`src/hw/spi_cfg_pkg.sv`:
```
//////////////////////////////
// Register map of the SPI slave port. Addresses are word indexes
// on a 2 bit register port. The status word holds a 16 bit frame count
// and up to 16 overrun flags, one per channel, from bit 16 upwards
//////////////////////////////

package spi_cfg_pkg;

    typedef logic [1:0]  cfg_addr_t;
    typedef logic [31:0] cfg_data_t;

    localparam cfg_addr_t CFG_CTRL_ADDR   = 2'd0;
    localparam cfg_addr_t CFG_LEN_ADDR    = 2'd1;
    // The status register is read only and any write clears count and flags
    localparam cfg_addr_t CFG_STATUS_ADDR = 2'd2;

    // Control register fields
    localparam int CTRL_CPOL_BIT  = 0;
    localparam int CTRL_EDGE_BIT  = 1;
    localparam int CTRL_SSPOL_BIT = 2;
    localparam int CTRL_MSB_BIT   = 3;
    localparam int CTRL_WIDTH     = 4;

    // Status register layout
    localparam int STATUS_COUNT_BITS = 16;
    localparam int STATUS_FLAG_LSB   = 16;

    typedef logic [STATUS_COUNT_BITS-1:0] frame_count_t;

endpackage

```
`src/hw/spi_frame_pkg.sv`:
```
//////////////////////////////
// Frame geometry shared by the register block and the channels.
// Word widths above MAX_WORD_BITS are not supported
//////////////////////////////

package spi_frame_pkg;

    // Largest word a channel can shift in one frame
    localparam int MAX_WORD_BITS = 32;

    // A frame length in bits, wide enough to hold MAX_WORD_BITS itself
    typedef logic [$clog2(MAX_WORD_BITS+1)-1:0] frame_len_t;

    // Flip-flops between an SPI pin and the system clock domain
    localparam int SYNC_STAGES = 2;

endpackage

```
`src/hw/spi_cfg_if.sv`:
```
//////////////////////////////
// Active SPI mode and frame length, driven by the register block
// and read by every channel. The length is already clamped here
//////////////////////////////

`timescale 1ns/1ns

interface spi_cfg_if;
    import spi_frame_pkg::*;

    logic       clock_polarity;
    logic       latching_edge;
    logic       ss_polarity;
    logic       msb_first;
    frame_len_t transfer_length;

    modport regs (
        output clock_polarity,
        output latching_edge,
        output ss_polarity,
        output msb_first,
        output transfer_length
    );

    modport channel (
        input clock_polarity,
        input latching_edge,
        input ss_polarity,
        input msb_first,
        input transfer_length
    );

endinterface

```
`src/hw/spi_config_regs.sv`:
```
//////////////////////////////
// Control, length and status registers. Lengths of 0 or above
// REGISTERS_WIDTH read back and act as REGISTERS_WIDTH.
// N_CHANNELS must not exceed 16 for the status flags to fit
//////////////////////////////

`timescale 1ns/1ns

module spi_config_regs #(
    parameter int N_CHANNELS      = 3,
    parameter int REGISTERS_WIDTH = 16
) (
    input  logic                  clock,
    input  logic                  rst_n,
    input  logic                  cfg_we,
    input  spi_cfg_pkg::cfg_addr_t cfg_addr,
    input  spi_cfg_pkg::cfg_data_t cfg_wdata,
    output spi_cfg_pkg::cfg_data_t cfg_rdata,
    input  logic [N_CHANNELS-1:0] frame_done,
    input  logic [N_CHANNELS-1:0] overrun,
    spi_cfg_if.regs               cfg
);
    import spi_cfg_pkg::*;
    import spi_frame_pkg::*;

    localparam frame_len_t FULL_LEN = frame_len_t'(REGISTERS_WIDTH);
    localparam int DONE_W = $clog2(N_CHANNELS + 1);

    logic [CTRL_WIDTH-1:0] ctrl_reg;
    // Zero stands for the full word length, which is also the reset state
    frame_len_t            len_reg;
    frame_len_t            active_len;
    logic                  len_in_range;
    frame_count_t          frame_count;
    logic [N_CHANNELS-1:0] overrun_flags;
    logic [DONE_W-1:0]     done_count;
    cfg_data_t             status_word;

    assign len_in_range = (cfg_wdata != '0) && (cfg_wdata <= cfg_data_t'(REGISTERS_WIDTH));
    assign active_len   = (len_reg == '0) ? FULL_LEN : len_reg;

    always_ff @(posedge clock) begin
        if (!rst_n) begin
            ctrl_reg <= '0;
            len_reg  <= '0;
        end else if (cfg_we) begin
            case (cfg_addr)
                CFG_CTRL_ADDR: ctrl_reg <= cfg_wdata[CTRL_WIDTH-1:0];
                CFG_LEN_ADDR:  len_reg  <= len_in_range ? frame_len_t'(cfg_wdata) : '0;
                default: ;
            endcase
        end
    end

    // Several channels may finish a frame in the same cycle
    always_comb begin
        done_count = '0;
        for (int i = 0; i < N_CHANNELS; i++) begin
            done_count = done_count + DONE_W'(frame_done[i]);
        end
    end

    always_ff @(posedge clock) begin
        if (!rst_n) begin
            frame_count   <= '0;
            overrun_flags <= '0;
        end else if (cfg_we && cfg_addr == CFG_STATUS_ADDR) begin
            frame_count   <= '0;
            overrun_flags <= '0;
        end else begin
            frame_count   <= frame_count + frame_count_t'(done_count);
            overrun_flags <= overrun_flags | overrun;
        end
    end

    always_comb begin
        status_word = '0;
        status_word[STATUS_COUNT_BITS-1:0] = frame_count;
        status_word[STATUS_FLAG_LSB +: N_CHANNELS] = overrun_flags;
    end

    always_comb begin
        case (cfg_addr)
            CFG_CTRL_ADDR:   cfg_rdata = cfg_data_t'(ctrl_reg);
            CFG_LEN_ADDR:    cfg_rdata = cfg_data_t'(active_len);
            CFG_STATUS_ADDR: cfg_rdata = status_word;
            default:         cfg_rdata = '0;
        endcase
    end

    assign cfg.clock_polarity  = ctrl_reg[CTRL_CPOL_BIT];
    assign cfg.latching_edge   = ctrl_reg[CTRL_EDGE_BIT];
    assign cfg.ss_polarity     = ctrl_reg[CTRL_SSPOL_BIT];
    assign cfg.msb_first       = ctrl_reg[CTRL_MSB_BIT];
    assign cfg.transfer_length = active_len;

endmodule

```
`src/hw/spi_slave_channel.sv`:
```
//////////////////////////////
// One oversampled SPI slave. SCLK levels must last 4 clock cycles
// or more; pins are acted on 3 cycles after they change.
// REGISTERS_WIDTH must be at least 2
//////////////////////////////

`timescale 1ns/1ns

module spi_slave_channel #(
    parameter int REGISTERS_WIDTH = 16
) (
    input  logic                       clock,
    input  logic                       rst_n,
    input  logic                       enable,
    input  logic                       sclk,
    input  logic                       ss,
    input  logic                       mosi,
    output logic                       miso,
    spi_cfg_if.channel                 cfg,
    input  logic [REGISTERS_WIDTH-1:0] tx_data,
    input  logic                       tx_valid,
    output logic                       tx_ready,
    output logic [REGISTERS_WIDTH-1:0] rx_data,
    output logic                       rx_valid,
    input  logic                       rx_ready,
    output logic                       frame_done,
    output logic                       overrun
);
    import spi_frame_pkg::*;

    typedef enum logic [1:0] {IDLE, ACTIVE, DONE} chan_state_t;
    typedef logic [REGISTERS_WIDTH-1:0] word_t;

    chan_state_t            state;
    logic [SYNC_STAGES-1:0] sclk_sync;
    logic [SYNC_STAGES-1:0] ss_sync;
    logic [SYNC_STAGES-1:0] mosi_sync;
    logic                   sclk_prev;
    logic                   ss_prev;
    logic                   sclk_s;
    logic                   ss_s;
    logic                   mosi_s;
    logic                   lead_edge;
    logic                   trail_edge;
    logic                   latch_edge;
    logic                   shift_edge;
    logic                   sel_now;
    logic                   sel_prev;
    logic                   sel_start;
    logic                   load;
    logic                   last_bit;
    logic                   complete;
    logic                   rx_blocked;
    frame_len_t             bit_count;
    int                     pad_bits;
    word_t                  tx_shift;
    word_t                  tx_load;
    word_t                  rx_shift;
    word_t                  rx_next;
    word_t                  rx_word;

    always_ff @(posedge clock) begin
        if (!rst_n) begin
            sclk_sync <= '0;
            ss_sync   <= '0;
            mosi_sync <= '0;
            sclk_prev <= 1'b0;
            ss_prev   <= 1'b0;
        end else begin
            sclk_sync <= {sclk_sync[SYNC_STAGES-2:0], sclk};
            ss_sync   <= {ss_sync[SYNC_STAGES-2:0], ss};
            mosi_sync <= {mosi_sync[SYNC_STAGES-2:0], mosi};
            sclk_prev <= sclk_s;
            ss_prev   <= ss_s;
        end
    end

    assign sclk_s = sclk_sync[SYNC_STAGES-1];
    assign ss_s   = ss_sync[SYNC_STAGES-1];
    assign mosi_s = mosi_sync[SYNC_STAGES-1];

    // With CPOL set the idle level is high, so the leading edge is a fall
    assign lead_edge  = cfg.clock_polarity ? (~sclk_s & sclk_prev) : (sclk_s & ~sclk_prev);
    assign trail_edge = cfg.clock_polarity ? (sclk_s & ~sclk_prev) : (~sclk_s & sclk_prev);
    assign latch_edge = cfg.latching_edge ? trail_edge : lead_edge;
    assign shift_edge = cfg.latching_edge ? lead_edge : trail_edge;

    // Both samples use the current polarity, so a polarity write alone starts no frame
    assign sel_now   = (ss_s == cfg.ss_polarity);
    assign sel_prev  = (ss_prev == cfg.ss_polarity);
    assign sel_start = enable & sel_now & ~sel_prev;

    assign load       = (state == IDLE) & sel_start;
    assign last_bit   = (frame_len_t'(bit_count + 1'b1) == cfg.transfer_length);
    assign complete   = (state == ACTIVE) & enable & sel_now & latch_edge & last_bit;
    assign rx_blocked = rx_valid & ~rx_ready;
    assign tx_ready   = load & tx_valid;

    // Short frames use the low bits; MSB first needs them moved to the top of the shifter
    assign pad_bits = REGISTERS_WIDTH - int'(cfg.transfer_length);
    assign tx_load  = !tx_valid ? '0 : (cfg.msb_first ? (tx_data << pad_bits) : tx_data);
    assign rx_next  = cfg.msb_first ? {rx_shift[REGISTERS_WIDTH-2:0], mosi_s}
                                    : {mosi_s, rx_shift[REGISTERS_WIDTH-1:1]};
    assign rx_word  = cfg.msb_first ? rx_next : (rx_next >> pad_bits);

    assign miso = enable & (state == ACTIVE) &
                  (cfg.msb_first ? tx_shift[REGISTERS_WIDTH-1] : tx_shift[0]);

    always_ff @(posedge clock) begin
        if (!rst_n) begin
            state      <= IDLE;
            bit_count  <= '0;
            rx_valid   <= 1'b0;
            frame_done <= 1'b0;
            overrun    <= 1'b0;
        end else begin
            frame_done <= 1'b0;
            overrun    <= 1'b0;
            if (rx_valid && rx_ready) begin
                rx_valid <= 1'b0;
            end
            if (complete) begin
                if (rx_blocked) begin
                    overrun <= 1'b1;
                end else begin
                    rx_valid   <= 1'b1;
                    frame_done <= 1'b1;
                end
            end
            if (!enable) begin
                state <= IDLE;
            end else begin
                case (state)
                    IDLE: begin
                        if (sel_start) begin
                            state     <= ACTIVE;
                            bit_count <= '0;
                        end
                    end
                    ACTIVE: begin
                        // Losing select here drops the partial word
                        if (!sel_now) begin
                            state <= IDLE;
                        end else if (latch_edge) begin
                            bit_count <= frame_len_t'(bit_count + 1'b1);
                            if (last_bit) begin
                                state <= DONE;
                            end
                        end
                    end
                    DONE: begin
                        if (!sel_now) begin
                            state <= IDLE;
                        end
                    end
                    default: state <= IDLE;
                endcase
            end
        end
    end

    always_ff @(posedge clock) begin
        if (load) begin
            tx_shift <= tx_load;
            rx_shift <= '0;
        end else if (state == ACTIVE) begin
            if (latch_edge) begin
                rx_shift <= rx_next;
            end
            // No shift before the first bit is latched, which keeps bit one for trailing-edge modes
            if (shift_edge && bit_count != '0) begin
                tx_shift <= cfg.msb_first ? (tx_shift << 1) : (tx_shift >> 1);
            end
        end
        if (complete && !rx_blocked) begin
            rx_data <= rx_word;
        end
    end

endmodule

```
`src/hw/spi_slave_top.sv`:
```
//////////////////////////////
// SPI slave port with N_CHANNELS channels on one shared SCLK.
// Stream buses are packed, channel 0 in the low bits.
// Adds no latency to the channels
//////////////////////////////

`timescale 1ns/1ns

module spi_slave_top #(
    parameter int N_CHANNELS      = 3,
    parameter int REGISTERS_WIDTH = 16
) (
    input  logic                                       clock,
    input  logic                                       rst_n,
    input  logic                                       enable,
    input  logic                                       sclk,
    input  logic [N_CHANNELS-1:0]                      ss,
    input  logic [N_CHANNELS-1:0]                      mosi,
    output logic [N_CHANNELS-1:0]                      miso,
    input  logic                                       cfg_we,
    input  spi_cfg_pkg::cfg_addr_t                     cfg_addr,
    input  spi_cfg_pkg::cfg_data_t                     cfg_wdata,
    output spi_cfg_pkg::cfg_data_t                     cfg_rdata,
    input  logic [N_CHANNELS-1:0][REGISTERS_WIDTH-1:0] tx_data,
    input  logic [N_CHANNELS-1:0]                      tx_valid,
    output logic [N_CHANNELS-1:0]                      tx_ready,
    output logic [N_CHANNELS-1:0][REGISTERS_WIDTH-1:0] rx_data,
    output logic [N_CHANNELS-1:0]                      rx_valid,
    input  logic [N_CHANNELS-1:0]                      rx_ready
);

    logic [N_CHANNELS-1:0] frame_done;
    logic [N_CHANNELS-1:0] overrun;

    spi_cfg_if cfg_bus ();

    spi_config_regs #(
        .N_CHANNELS      (N_CHANNELS),
        .REGISTERS_WIDTH (REGISTERS_WIDTH)
    ) u_regs (
        .clock      (clock),
        .rst_n      (rst_n),
        .cfg_we     (cfg_we),
        .cfg_addr   (cfg_addr),
        .cfg_wdata  (cfg_wdata),
        .cfg_rdata  (cfg_rdata),
        .frame_done (frame_done),
        .overrun    (overrun),
        .cfg        (cfg_bus.regs)
    );

    // All channels share SCLK and the mode, each has its own select and data pins
    for (genvar i = 0; i < N_CHANNELS; i++) begin : gen_channel
        spi_slave_channel #(
            .REGISTERS_WIDTH (REGISTERS_WIDTH)
        ) u_channel (
            .clock      (clock),
            .rst_n      (rst_n),
            .enable     (enable),
            .sclk       (sclk),
            .ss         (ss[i]),
            .mosi       (mosi[i]),
            .miso       (miso[i]),
            .cfg        (cfg_bus.channel),
            .tx_data    (tx_data[i]),
            .tx_valid   (tx_valid[i]),
            .tx_ready   (tx_ready[i]),
            .rx_data    (rx_data[i]),
            .rx_valid   (rx_valid[i]),
            .rx_ready   (rx_ready[i]),
            .frame_done (frame_done[i]),
            .overrun    (overrun[i])
        );
    end

endmodule

```
`config.mk`:
```
export PLATFORM = sky130hd
export DESIGN_NAME = spi_slave_top
export DESIGN_NICKNAME = d
export VERILOG_FILES = /design/src/hw/spi_cfg_pkg.sv /design/src/hw/spi_frame_pkg.sv /design/src/hw/spi_cfg_if.sv /design/src/hw/spi_config_regs.sv /design/src/hw/spi_slave_channel.sv /design/src/hw/spi_slave_top.sv
export SDC_FILE = /design/constraint.sdc
export NUM_CORES = 1
export LEC_CHECK = 0
export BUFFER_PORTS_ARGS = -buffer_cell sky130_fd_sc_hd__clkbuf_2
export CORE_UTILIZATION = 45
export CTS_CLUSTER_SIZE = 24
export DETAILED_ROUTE_END_ITERATION = 10
export PLACE_DENSITY = 0.68
export SLEW_MARGIN = 20
export SYNTH_ARGS = -nofsm -noshare
export SYNTH_HDL_FRONTEND = slang
export SYNTH_HIERARCHICAL = 1
export SYNTH_SLANG_ARGS = --single-unit
```
`constraint.sdc`:
```
create_clock -name clock -period 6 [get_ports clock]
set_input_delay 0.6 -clock clock [delete_from_list [all_inputs] [get_ports clock]]
set_output_delay 0.6 -clock clock [all_outputs]
set_load 0.01 [all_outputs]
```
==> results of run 1 <==
==> layer usage <==
metal / global-route usage (%) / wire length (um) / part of all wire [%]
met4: 8.55 / 1460 / 3.1
met1: 34.6 / 20200 / 42
met5: 0 / 0 / 0
met3: 3.09 / 3020 / 6.3
met2: 42.5 / 23100 / 48
==> Yosys cell counts (7+ instances only) <==
master / instances / area [um2]
edfxtp_1: 96 / 2880
and3_1: 16 / 100
a21oi_1: 63 / 315
inv_1: 45 / 169
a22oi_1: 17 / 128
a22o_1: 17 / 149
nor2b_1: 20 / 125
o221ai_1: 37 / 324
o21ai_0: 88 / 440
nand3_1: 60 / 300
o31ai_1: 7 / 52.6
xnor2_1: 34 / 298
nand3b_1: 14 / 105
a221oi_1: 12 / 105
or3b_2: 22 / 193
a31oi_1: 8 / 50.1
o22ai_1: 27 / 169
dfxtp_1: 134 / 2680
a311oi_1: 23 / 201
xor2_1: 26 / 228
and2_1: 44 / 275
ha_1: 11 / 138
nor2_1: 137 / 514
nand2b_1: 10 / 62.6
a211oi_1: 27 / 203
nand2_1: 170 / 638
mux2_2: 38 / 428
or4_1: 8 / 60.1
o211ai_1: 25 / 188
clkbuf_1: 67 / 251
nand4_1: 13 / 81.3
buf_4: 19 / 143
mux2i_1: 111 / 1110
nor4_1: 22 / 138
nor3_1: 46 / 230
nor3b_1: 7 / 52.6
mux4_2: 39 / 878
or3_1: 9 / 56.3
a21o_1: 10 / 75.1
buf_2: 47 / 235
==> critical path, delay by kind of cell, from the launching register on <==
| family | cells | cell delay (ns) |
|---|---|---|
| adders and majority gates | 1 | 0.66 |
| AOI/OAI and AO/OA | 4 | 0.99 |
| DFF | 1 | 0.67 |
| xor gates and xnor gates | 1 | 0.80 |
| buffers and inverters | 2 | 0.79 |
==> final cells by class <==
cell class | count | area (um2)
clock buffer | 40 | 754
inverter | 48 | 180
sequential | 230 | 5570
tap | 461 | 577
clock inverter | 9 | 116
fill | 3300 | 17400
timing repair buffer | 199 | 1070
multi-input combinational | 1360 | 9850
==> through the flow <==
step | power [mW] | cell area (um2) | utilization, %
6_report | 4.12 | 18100 | 51.1
5_1_grt | 4.29 | 18100 | 51.1
4_1_cts | 4.14 | 18100 | 51.0
3_5_place_dp | 2.50 | 17200 | 48.6
3_3_place_gp | 2.49 | 17200 | 48.6
2_1_floorplan | 2.29 | 16300 | -
==> where the power goes <==
part / switching [mW] / internal, mW / total (mW)
Combinational: 0.333 / 0.290 / 0.623
Sequential: 0.143 / 1.72 / 1.86
Clock: 0.674 / 0.958 / 1.63
==> worst max-delay path by stage <==
stage / to / cells past startpoint
after CTS: gen_channel[0].u_channel/rx_data[2] / 8
final: gen_channel[0].u_channel/rx_data[2] / 8
after global placement: gen_channel[0].u_channel/rx_data[2] / 8
after detailed placement: gen_channel[0].u_channel/rx_data[2] / 8
after floorplan: gen_channel[2].u_channel/rx_data[0] / 6
after global routing: gen_channel[0].u_channel/rx_data[5] / 8
==> logic make-up (layout without fill, tap and decap cells) <==
logic type               Yosys count  after routing  share of synthesized area, %
buffers and inverters            194            296                          5.54
adder cells (fa/ha/maj)           13             13                          1.10
AND/OR/NAND/NOR                  637            637                          20.3
XOR/XNOR                          67             67                          4.07
AO/OA/AOI/OAI                    436            436                          18.9
other                              1             13                        0.0231
multiplexers                     194            194                          15.7
flip-flops                       230            230                          34.3
==> impl_metrics.yaml, run 1 <==
pwr:
  power.density_nw_per_um2: 227
  ir_drop_uv: 221
  leakage_nw: 6.70
place:
  place_inst: 2298
  portBuffers: 174
  place_congestion: 0.947
  dpl_worst_slack_ns: 2.01
  hpwl_mm: 33.7
routing:
  dr.pass1.iters: 5
  wl_mm: 47.8
  avgRoutedWirePerCell_um: 20.4
  route.antenna.remaining_nets: 0
  dr.first_iter.drc_count: 1370
  route.detailed.drc: 0
  via_per_inst: 6.30
  num_vias: 14800
setup_path:
  worstPathRequired_ns: 6.38
  critPathLaunch: "u_regs/len_reg[0]"
  cp_slowest_stage_delay_ns: 0.80
  worstSetupEndpointType: "register"
  slowest_stage: "xor2_1"
  crit_fanout: 34
  cp.arrival_ns: 4.48
  rrSetupSlack_ns: 1.90
  rr_startpoint: "u_regs/len_reg[0]"
  worst-setup-path-type: "register to register"
  rr_worst_depth: 8
  r2r_end: "gen_channel[0].u_channel/rx_data[2]"
  startpoint_type: "register"
  path_cells: "buf_4 -> inv_2 -> ha_1 -> xor2_1 -> o221ai_1 -> o221ai_1 -> o21ai_0 -> o221ai_1"
  crit_path_frequent_cell: "o221ai_1"
sta:
  worst_hold_slack_ns: 0.234
  max_slew.worst_pin.slew_ns: 1.15
  rsz0062_at_grt: "false"
  skew_ns: 0.0105
  relSlewSlack_pct: 23.1
  final_max_slew_viol_count: 0
  worst_slack_ns: 1.90
  fin_crit_ns: 4.10
  fmax_ghz: 0.244
  setup_viol: 0
  period_share_pct: 68.3
  final.setup.tns_ns: 0
  final_hold_viol_count: 0
floorplanning:
  rows: 69
  initial_core_util_pct: 45.7
  die_w_um: 192
  ioPinCount: 188
  coreArea_um2: 35500
  die_h_um: 192
  die-area_um2: 36800
grt:
  grt_max_degree: 89
  grt.overflow.total: 0
  grt_pass1_vias: 14000
  antenna_found_initial: 0
  grt_pass1_wl_mm: 76.1
  grtUsageTotal_pct: 25.7
hold_path:
  min-delay-start: "rx_ready[0]"
  hold_class: "primary input to register"
  hold_path_end: "gen_channel[0].u_channel/overrun"
  min_path_cells: 2
synth:
  ys_warn_count: 6
  synth_cells: 1772
  yosysSeqAreaShare_pct: 34.3
  synth_edf_count: 96
  ys.flop_type: "dfxtp_1"
  avgSynthCellArea_um2: 9.15
  synth_cell_type_count: 94
  synth-seq-cells: 230
  synthesis.area_um2: 16200
  ys_async_sr_fraction_pct: 0
clocking:
  clkLatencyLatePin_ns: 0.57
  cts.sinks: 230
  cts_setup_buffers: 0
  cts_root_buffer: "clkbuf_16"
  cts_max_path_buffers: 3
  htree_levels: 1
  path_clk_slew_ns: 0.06
  cts_inserted_buffers: 27
  cts_tree: "built"
  ctsResizeCount: 0
  holdBufCountCts: 0
final_layout:
  final_common_cell: "clkbuf_2"
  final_layout_size_suffix_gt1_share_pct: 20.9
  syn_to_final_growth_pct: 11.8
  reg_top3: "gen_channel.u_channel/rx_data x48, gen_channel.u_channel/rx_shift x48, gen_channel.u_channel/tx_shift x48"
  diodes: 0
  final_nets: 1978
  final_cell_mix: "clkbuf_2 (174), nand2_1 (170), nor2_1 (136)"
  final_cells: 2347
run:
  drv_cap: 0
run_status:
  status: "complete, no violations"
(Power assumes the default switching activity.)
==> inputs of run 2 (changes only) <==
- clock period: 6 -> 4.22 ns (I/O delays scaled with it)
==> run 2 against run 1 <==
Against the previous run: via count is essentially flat; largest cell class unchanged; first-iteration DRC count grew 6.9%; non-clock buffer count is 15 higher; critical path type unchanged; routed wire length decreased by 0.75%; register-to-register slack worse by 1.0 ns; die area is the same; clock power rose by 54%; setup slack worse by 1.0 ns; flip-flop and latch count unchanged; critical path depth unchanged.
==> impl_metrics.yaml, run 2 (synthesis gave the netlist of run 1 again) <==
run_status:
  status: "complete, no violations"
clocking:
  clkLatencyLatePin_ns: 0.55
  cts_root_buffer: "clkbuf_16"
  holdBufCountCts: 0
  htree_levels: 1
  path_clk_slew_ns: 0.06
  cts_inserted_buffers: 27
  ctsResizeCount: 0
  cts_tree: "built"
  cts_max_path_buffers: 3
  cts_setup_buffers: 0
  cts.sinks: 230
setup_path:
  cp.arrival_ns: 3.58
  critPathLaunch: "u_regs/len_reg[5]"
  startpoint_type: "register"
  worst-setup-path-type: "register to register"
  rr_startpoint: "u_regs/len_reg[5]"
  crit_path_frequent_cell: "a21oi_1"
  worstSetupEndpointType: "register"
  crit_fanout: 12
  slowest_stage: "a21oi_1"
  cp_slowest_stage_delay_ns: 0.60
  path_cells: "or4_1 -> o21bai_2 -> buf_4 -> nor2_1 -> a21oi_1 -> a21oi_1 -> nand2_2 -> o221ai_1"
  worstPathRequired_ns: 4.49
routing:
  route.detailed.drc: 0
  wl_mm: 47.4
  route.antenna.remaining_nets: 0
  num_vias: 14800
  via_per_inst: 6.25
  dr.first_iter.drc_count: 1465
  avgRoutedWirePerCell_um: 20.1
  dr.pass1.iters: 6
grt:
  grt_pass1_wl_mm: 75.1
  use_met3_pct: 3.38
  antenna_found_initial: 0
  met1_usage_pct: 34.7
  grtUsageMet2_pct: 40.5
  grt.overflow.total: 0
  grt_max_degree: 96
  busiest_layer: "met2"
  grt_pass1_vias: 14100
  grtUsageTotal_pct: 25.4
final_layout:
  final_nets: 1993
  reg_top3: "gen_channel.u_channel/rx_data x48, gen_channel.u_channel/rx_shift x48, gen_channel.u_channel/tx_shift x48"
  final_layout_size_suffix_gt1_share_pct: 21.7
  syn_to_final_growth_pct: 13.0
  final_cell_mix: "clkbuf_2 (174), nand2_1 (170), nor2_1 (136)"
  final_cell_area_um2: 18300
  final_common_cell: "clkbuf_2"
  diodes: 0
floorplanning:
  die_h_um: 192
  rows: 69
  coreArea_um2: 35500
  die_w_um: 192
  ioPinCount: 188
  initial_core_util_pct: 45.7
  die-area_um2: 36800
sta:
  skew_ns: 0.0201
  setup_viol: 0
  period_share_pct: 78.5
  final.setup.tns_ns: 0
  final_max_slew_viol_count: 0
  rsz0062_at_grt: "false"
  relSlewSlack_pct: 30.7
  fmax_ghz: 0.302
  final_hold_viol_count: 0
  fin_crit_ns: 3.31
  max_slew.worst_pin.slew_ns: 1.04
hold_path:
  min-delay-start: "rx_ready[2]"
  hold_class: "primary input to register"
place:
  hpwl_mm: 33.6
  place_area_um2: 17400
  place_congestion: 0.947
  portBuffers: 174
pwr:
  ir_drop_uv: 270
  power.density_nw_per_um2: 329
  leakage_nw: 6.82
run:
  drv_cap: 0
[run 2: layout make-up]
class                           count  area, um2
Fill cell                        3254      17200
Multi-Input combinational cell   1360       9860
Sequential cell                   230       5570
Timing Repair Buffer              214       1180
Clock buffer                       39        793
Tap cell                          461        577
Inverter                           48        180
Clock inverter                     11        164
[run 2: metrics by stage]
| stage | worst slack [ns] | instances | power, mW | utilization, % | hold slack, ns |
|---|---|---|---|---|---|
| after detailed placement | 0.985 | 2313 | 3.55 | 49.0 | 0.422 |
| after CTS | 0.920 | 2363 | 6.06 | 51.6 | 0.0352 |
| after global routing | 0.747 | 2363 | 6.27 | 51.7 | 0.0536 |
| final | 0.906 | 2363 | 6.03 | 51.7 | 0.0580 |
| after global placement | 1.11 | 2313 | 3.54 | 48.9 | 0.416 |
| after floorplan | 0.333 | 1784 | 3.25 | - | 0.411 |
[run 2: critical path, delay by kind of cell (launching register included)]
family / cells / cell delay, ns
AND/OR/NAND/NOR: 3 / 0.82
flip-flops: 1 / 0.51
buffers and inverters: 1 / 0.25
AO/OA/AOI/OAI: 4 / 1.45
[run 2: path summary, 6_finish.rpt]
check                                          endpoint  slack (ns)  depth (start not counted)
hold reg to reg   gen_channel[1].u_channel/sclk_sync[1]        0.44                          1
hold / removal         gen_channel[2].u_channel/overrun        0.06                          2
setup / recovery    gen_channel[0].u_channel/rx_data[7]        0.91                          8
setup reg to reg    gen_channel[0].u_channel/rx_data[7]        0.91                          8
[run 2: routing by layer]
metal	up-vias	wire, um
li1	6887	-
met1	7060	20400
met2	694	21800
met3	132	3610
met4	0	1640
met5	-	0
[run 2: report_power, final]
| part | switching (mW) | internal [mW] | leakage, nW |
|---|---|---|---|
| Combinational | 0.475 | 0.415 | 4.37 |
| Clock | 0.956 | 1.55 | 0.472 |
| Sequential | 0.190 | 2.44 | 1.97 |
| Total | 1.62 | 4.41 | 6.82 |
==> inputs of run 3 (changes only) <==
- PLACE_DENSITY: 0.68 -> 0.71
- clock period: 4.22 -> 2.9 ns (I/O delays scaled with it)
==> run 3 against run 2 <==
Against the previous run: via count increased by 2.0%; die area unchanged; combinational power increased by 48%; routed wire length up 0.58%; cell area up 2.9%; critical endpoint is now gen_channel[0].u_channel/tx_shift[12].
==> impl_metrics.yaml, run 3 (synthesis gave the netlist of run 1 again) <==
run_status:
  status: "complete, no violations"
place:
  hpwl_mm: 34.5
  portBuffers: 174
  place_congestion: 0.952
  dpl_worst_slack_ns: 0.00950
routing:
  wl_met2_mm: 22.8
  wl_mm: 47.7
  top_layer_used: "met4"
  dr.first_iter.drc_count: 1721
  route.detailed.drc: 0
  wl_met1_mm: 20.4
  avgRoutedWirePerCell_um: 19.7
  route.met3.wl_mm: 3.18
  num_vias: 15100
  via_per_inst: 6.22
  route.antenna.remaining_nets: 0
  dr.pass1.iters: 6
setup_path:
  rrSetupSlack_ns: 0.12
  startpoint_type: "register"
  worst-setup-path-type: "register to register"
  cp.arrival_ns: 3.06
  cp_slowest_stage_delay_ns: 0.47
  worstPathRequired_ns: 3.18
  rr_worst_depth: 9
  crit_fanout: 12
  crit_path_frequent_cell: "buf_4"
  r2r_end: "gen_channel[0].u_channel/tx_shift[12]"
  slowest_stage: "a311oi_1"
  worstSetupEndpointType: "register"
  path_cells: "inv_1 -> ha_1 -> buf_4 -> buf_4 -> mux4_2 -> nand2_1 -> a221oi_1 -> a311oi_1 -> o22ai_1"
  rr_startpoint: "u_regs/len_reg[1]"
pwr:
  leakage_nw: 7.10
  power.density_nw_per_um2: 460
  ir_drop_uv: 448
floorplanning:
  die_h_um: 192
  ioPinCount: 188
  coreArea_um2: 35500
  die-area_um2: 36800
  die_w_um: 192
  initial_core_util_pct: 45.7
  rows: 69
clocking:
  clkLatencyLatePin_ns: 0.55
  cts.sinks: 230
  path_clk_slew_ns: 0.06
  cts_max_path_buffers: 3
  cts_tree: "built"
  cts_inserted_buffers: 27
  htree_levels: 1
  cts_root_buffer: "clkbuf_16"
sta:
  max_slew.worst_pin.slew_ns: 1.00
  worst_slack_ns: 0.121
  setup_viol: 0
  fmax_ghz: 0.360
  worst_hold_slack_ns: 0.0289
  final_max_slew_viol_count: 0
  rsz0062_at_grt: "false"
  relSlewSlack_pct: 32.9
  skew_ns: 0.0208
  final_hold_viol_count: 0
  period_share_pct: 95.8
  fin_crit_ns: 2.78
final_layout:
  diodes: 0
  final_common_cell: "clkbuf_2"
  final_layout_size_suffix_gt1_share_pct: 23.8
  final_cell_mix: "clkbuf_2 (174), nand2_1 (170), nor2_1 (136)"
  final_nets: 2051
  reg_top3: "gen_channel.u_channel/rx_data x48, gen_channel.u_channel/rx_shift x48, gen_channel.u_channel/tx_shift x48"
  syn_to_final_growth_pct: 16.3
hold_path:
  min-delay-start: "cfg_wdata[2]"
  hold_path_end: "u_regs/len_reg[2]"
  min_path_cells: 2
  hold_class: "primary input to register"
grt:
  grt_pass1_wl_mm: 75.6
  grt.overflow.total: 0
  grt_max_degree: 43
  grt_pass1_vias: 14000
  grtUsageTotal_pct: 25.5
  antenna_found_initial: 0
run:
  drv_cap: 0
[run 3: changes by cell type in the layout (fill, tap and decap cells not counted), moves of 2 or more]
cell           previous run  this run
o221ai_1                 37        35
buf_4                    39        82
clkinv_1                  1         3
dlygate4sd3_1             0        10
nor4_2                    2         0
buf_12                    1         5
o221ai_2                  0         2
clkinvlp_4                0         2
nor4_4                    0         2
[run 3: worst max path at each step]
stage	to	slack [ns]	start
finish	gen_channel[0].u_channel/tx_shift[12]	0.12	u_regs/len_reg[1]
global route	gen_channel[2].u_channel/rx_data[1]	0.02	u_regs/len_reg[1]
CTS	tx_ready[0]	0.02	u_regs/ctrl_reg[2]
detailed placement	gen_channel[0].u_channel/rx_data[5]	0.009	u_regs/len_reg[1]
global placement	gen_channel[0].u_channel/rx_data[1]	0.11	u_regs/len_reg[1]
floorplan	gen_channel[2].u_channel/rx_data[0]	-0.06	u_regs/len_reg[1]
[run 3: what timing repair did]
action                                  CTS  global route
endpoints found under the setup margin    2            36
hold buffers                             10             0
gates resized for setup                   1             5
endpoints found under the hold margin    12             0
buffers inserted                          1             0
[run 3: cell type report]
type	instances	area, um2
fillers	3147	16600
multi-input cells	1360	9900
flip-flops and latches	230	5570
repair buffers	272	1710
clock buffers	37	764
well taps	461	577
inverters	48	180
clock inverters	13	160
[run 3: per-layer routing]
layer / global-route usage (%) / up-vias
li1: - / 7022
met1: 34.4 / 7276
met2: 42.4 / 662
met3: 2.98 / 109
met4: 8.18 / 0
met5: 0 / -
[run 3: power breakdown]
group,switching [mW],total (mW),internal (mW),leakage [nW]
clock network,1.39,3.51,2.12,0.447
logic,0.690,1.32,0.628,4.68
registers,0.299,3.85,3.55,1.97
total,2.38,8.68,6.30,7.10
[run 3: worst max-delay path: cells and delay by family (launching register included)]
family,cells,cell delay [ns]
adders and majority gates,1,0.38
DFF,1,0.45
AOI/OAI and AO/OA,3,0.70
muxes,1,0.34
and+or+nand+nor,1,0.09
buffers and inverters,3,0.54
[run 3: through the flow]
stage | util [%] | power, mW | std cells | area, um2 | TNS, ns
global placement | 50.2 | 5.16 | 2360 | 17800 | 0
global route | 53.2 | 9.05 | 2421 | 18900 | 0
floorplan | - | 4.74 | 1784 | 16400 | -0.941
detailed placement | 50.2 | 5.19 | 2360 | 17800 | 0
finish | 53.2 | 8.68 | 2421 | 18900 | 0
CTS | 53.1 | 8.73 | 2421 | 18900 | 0
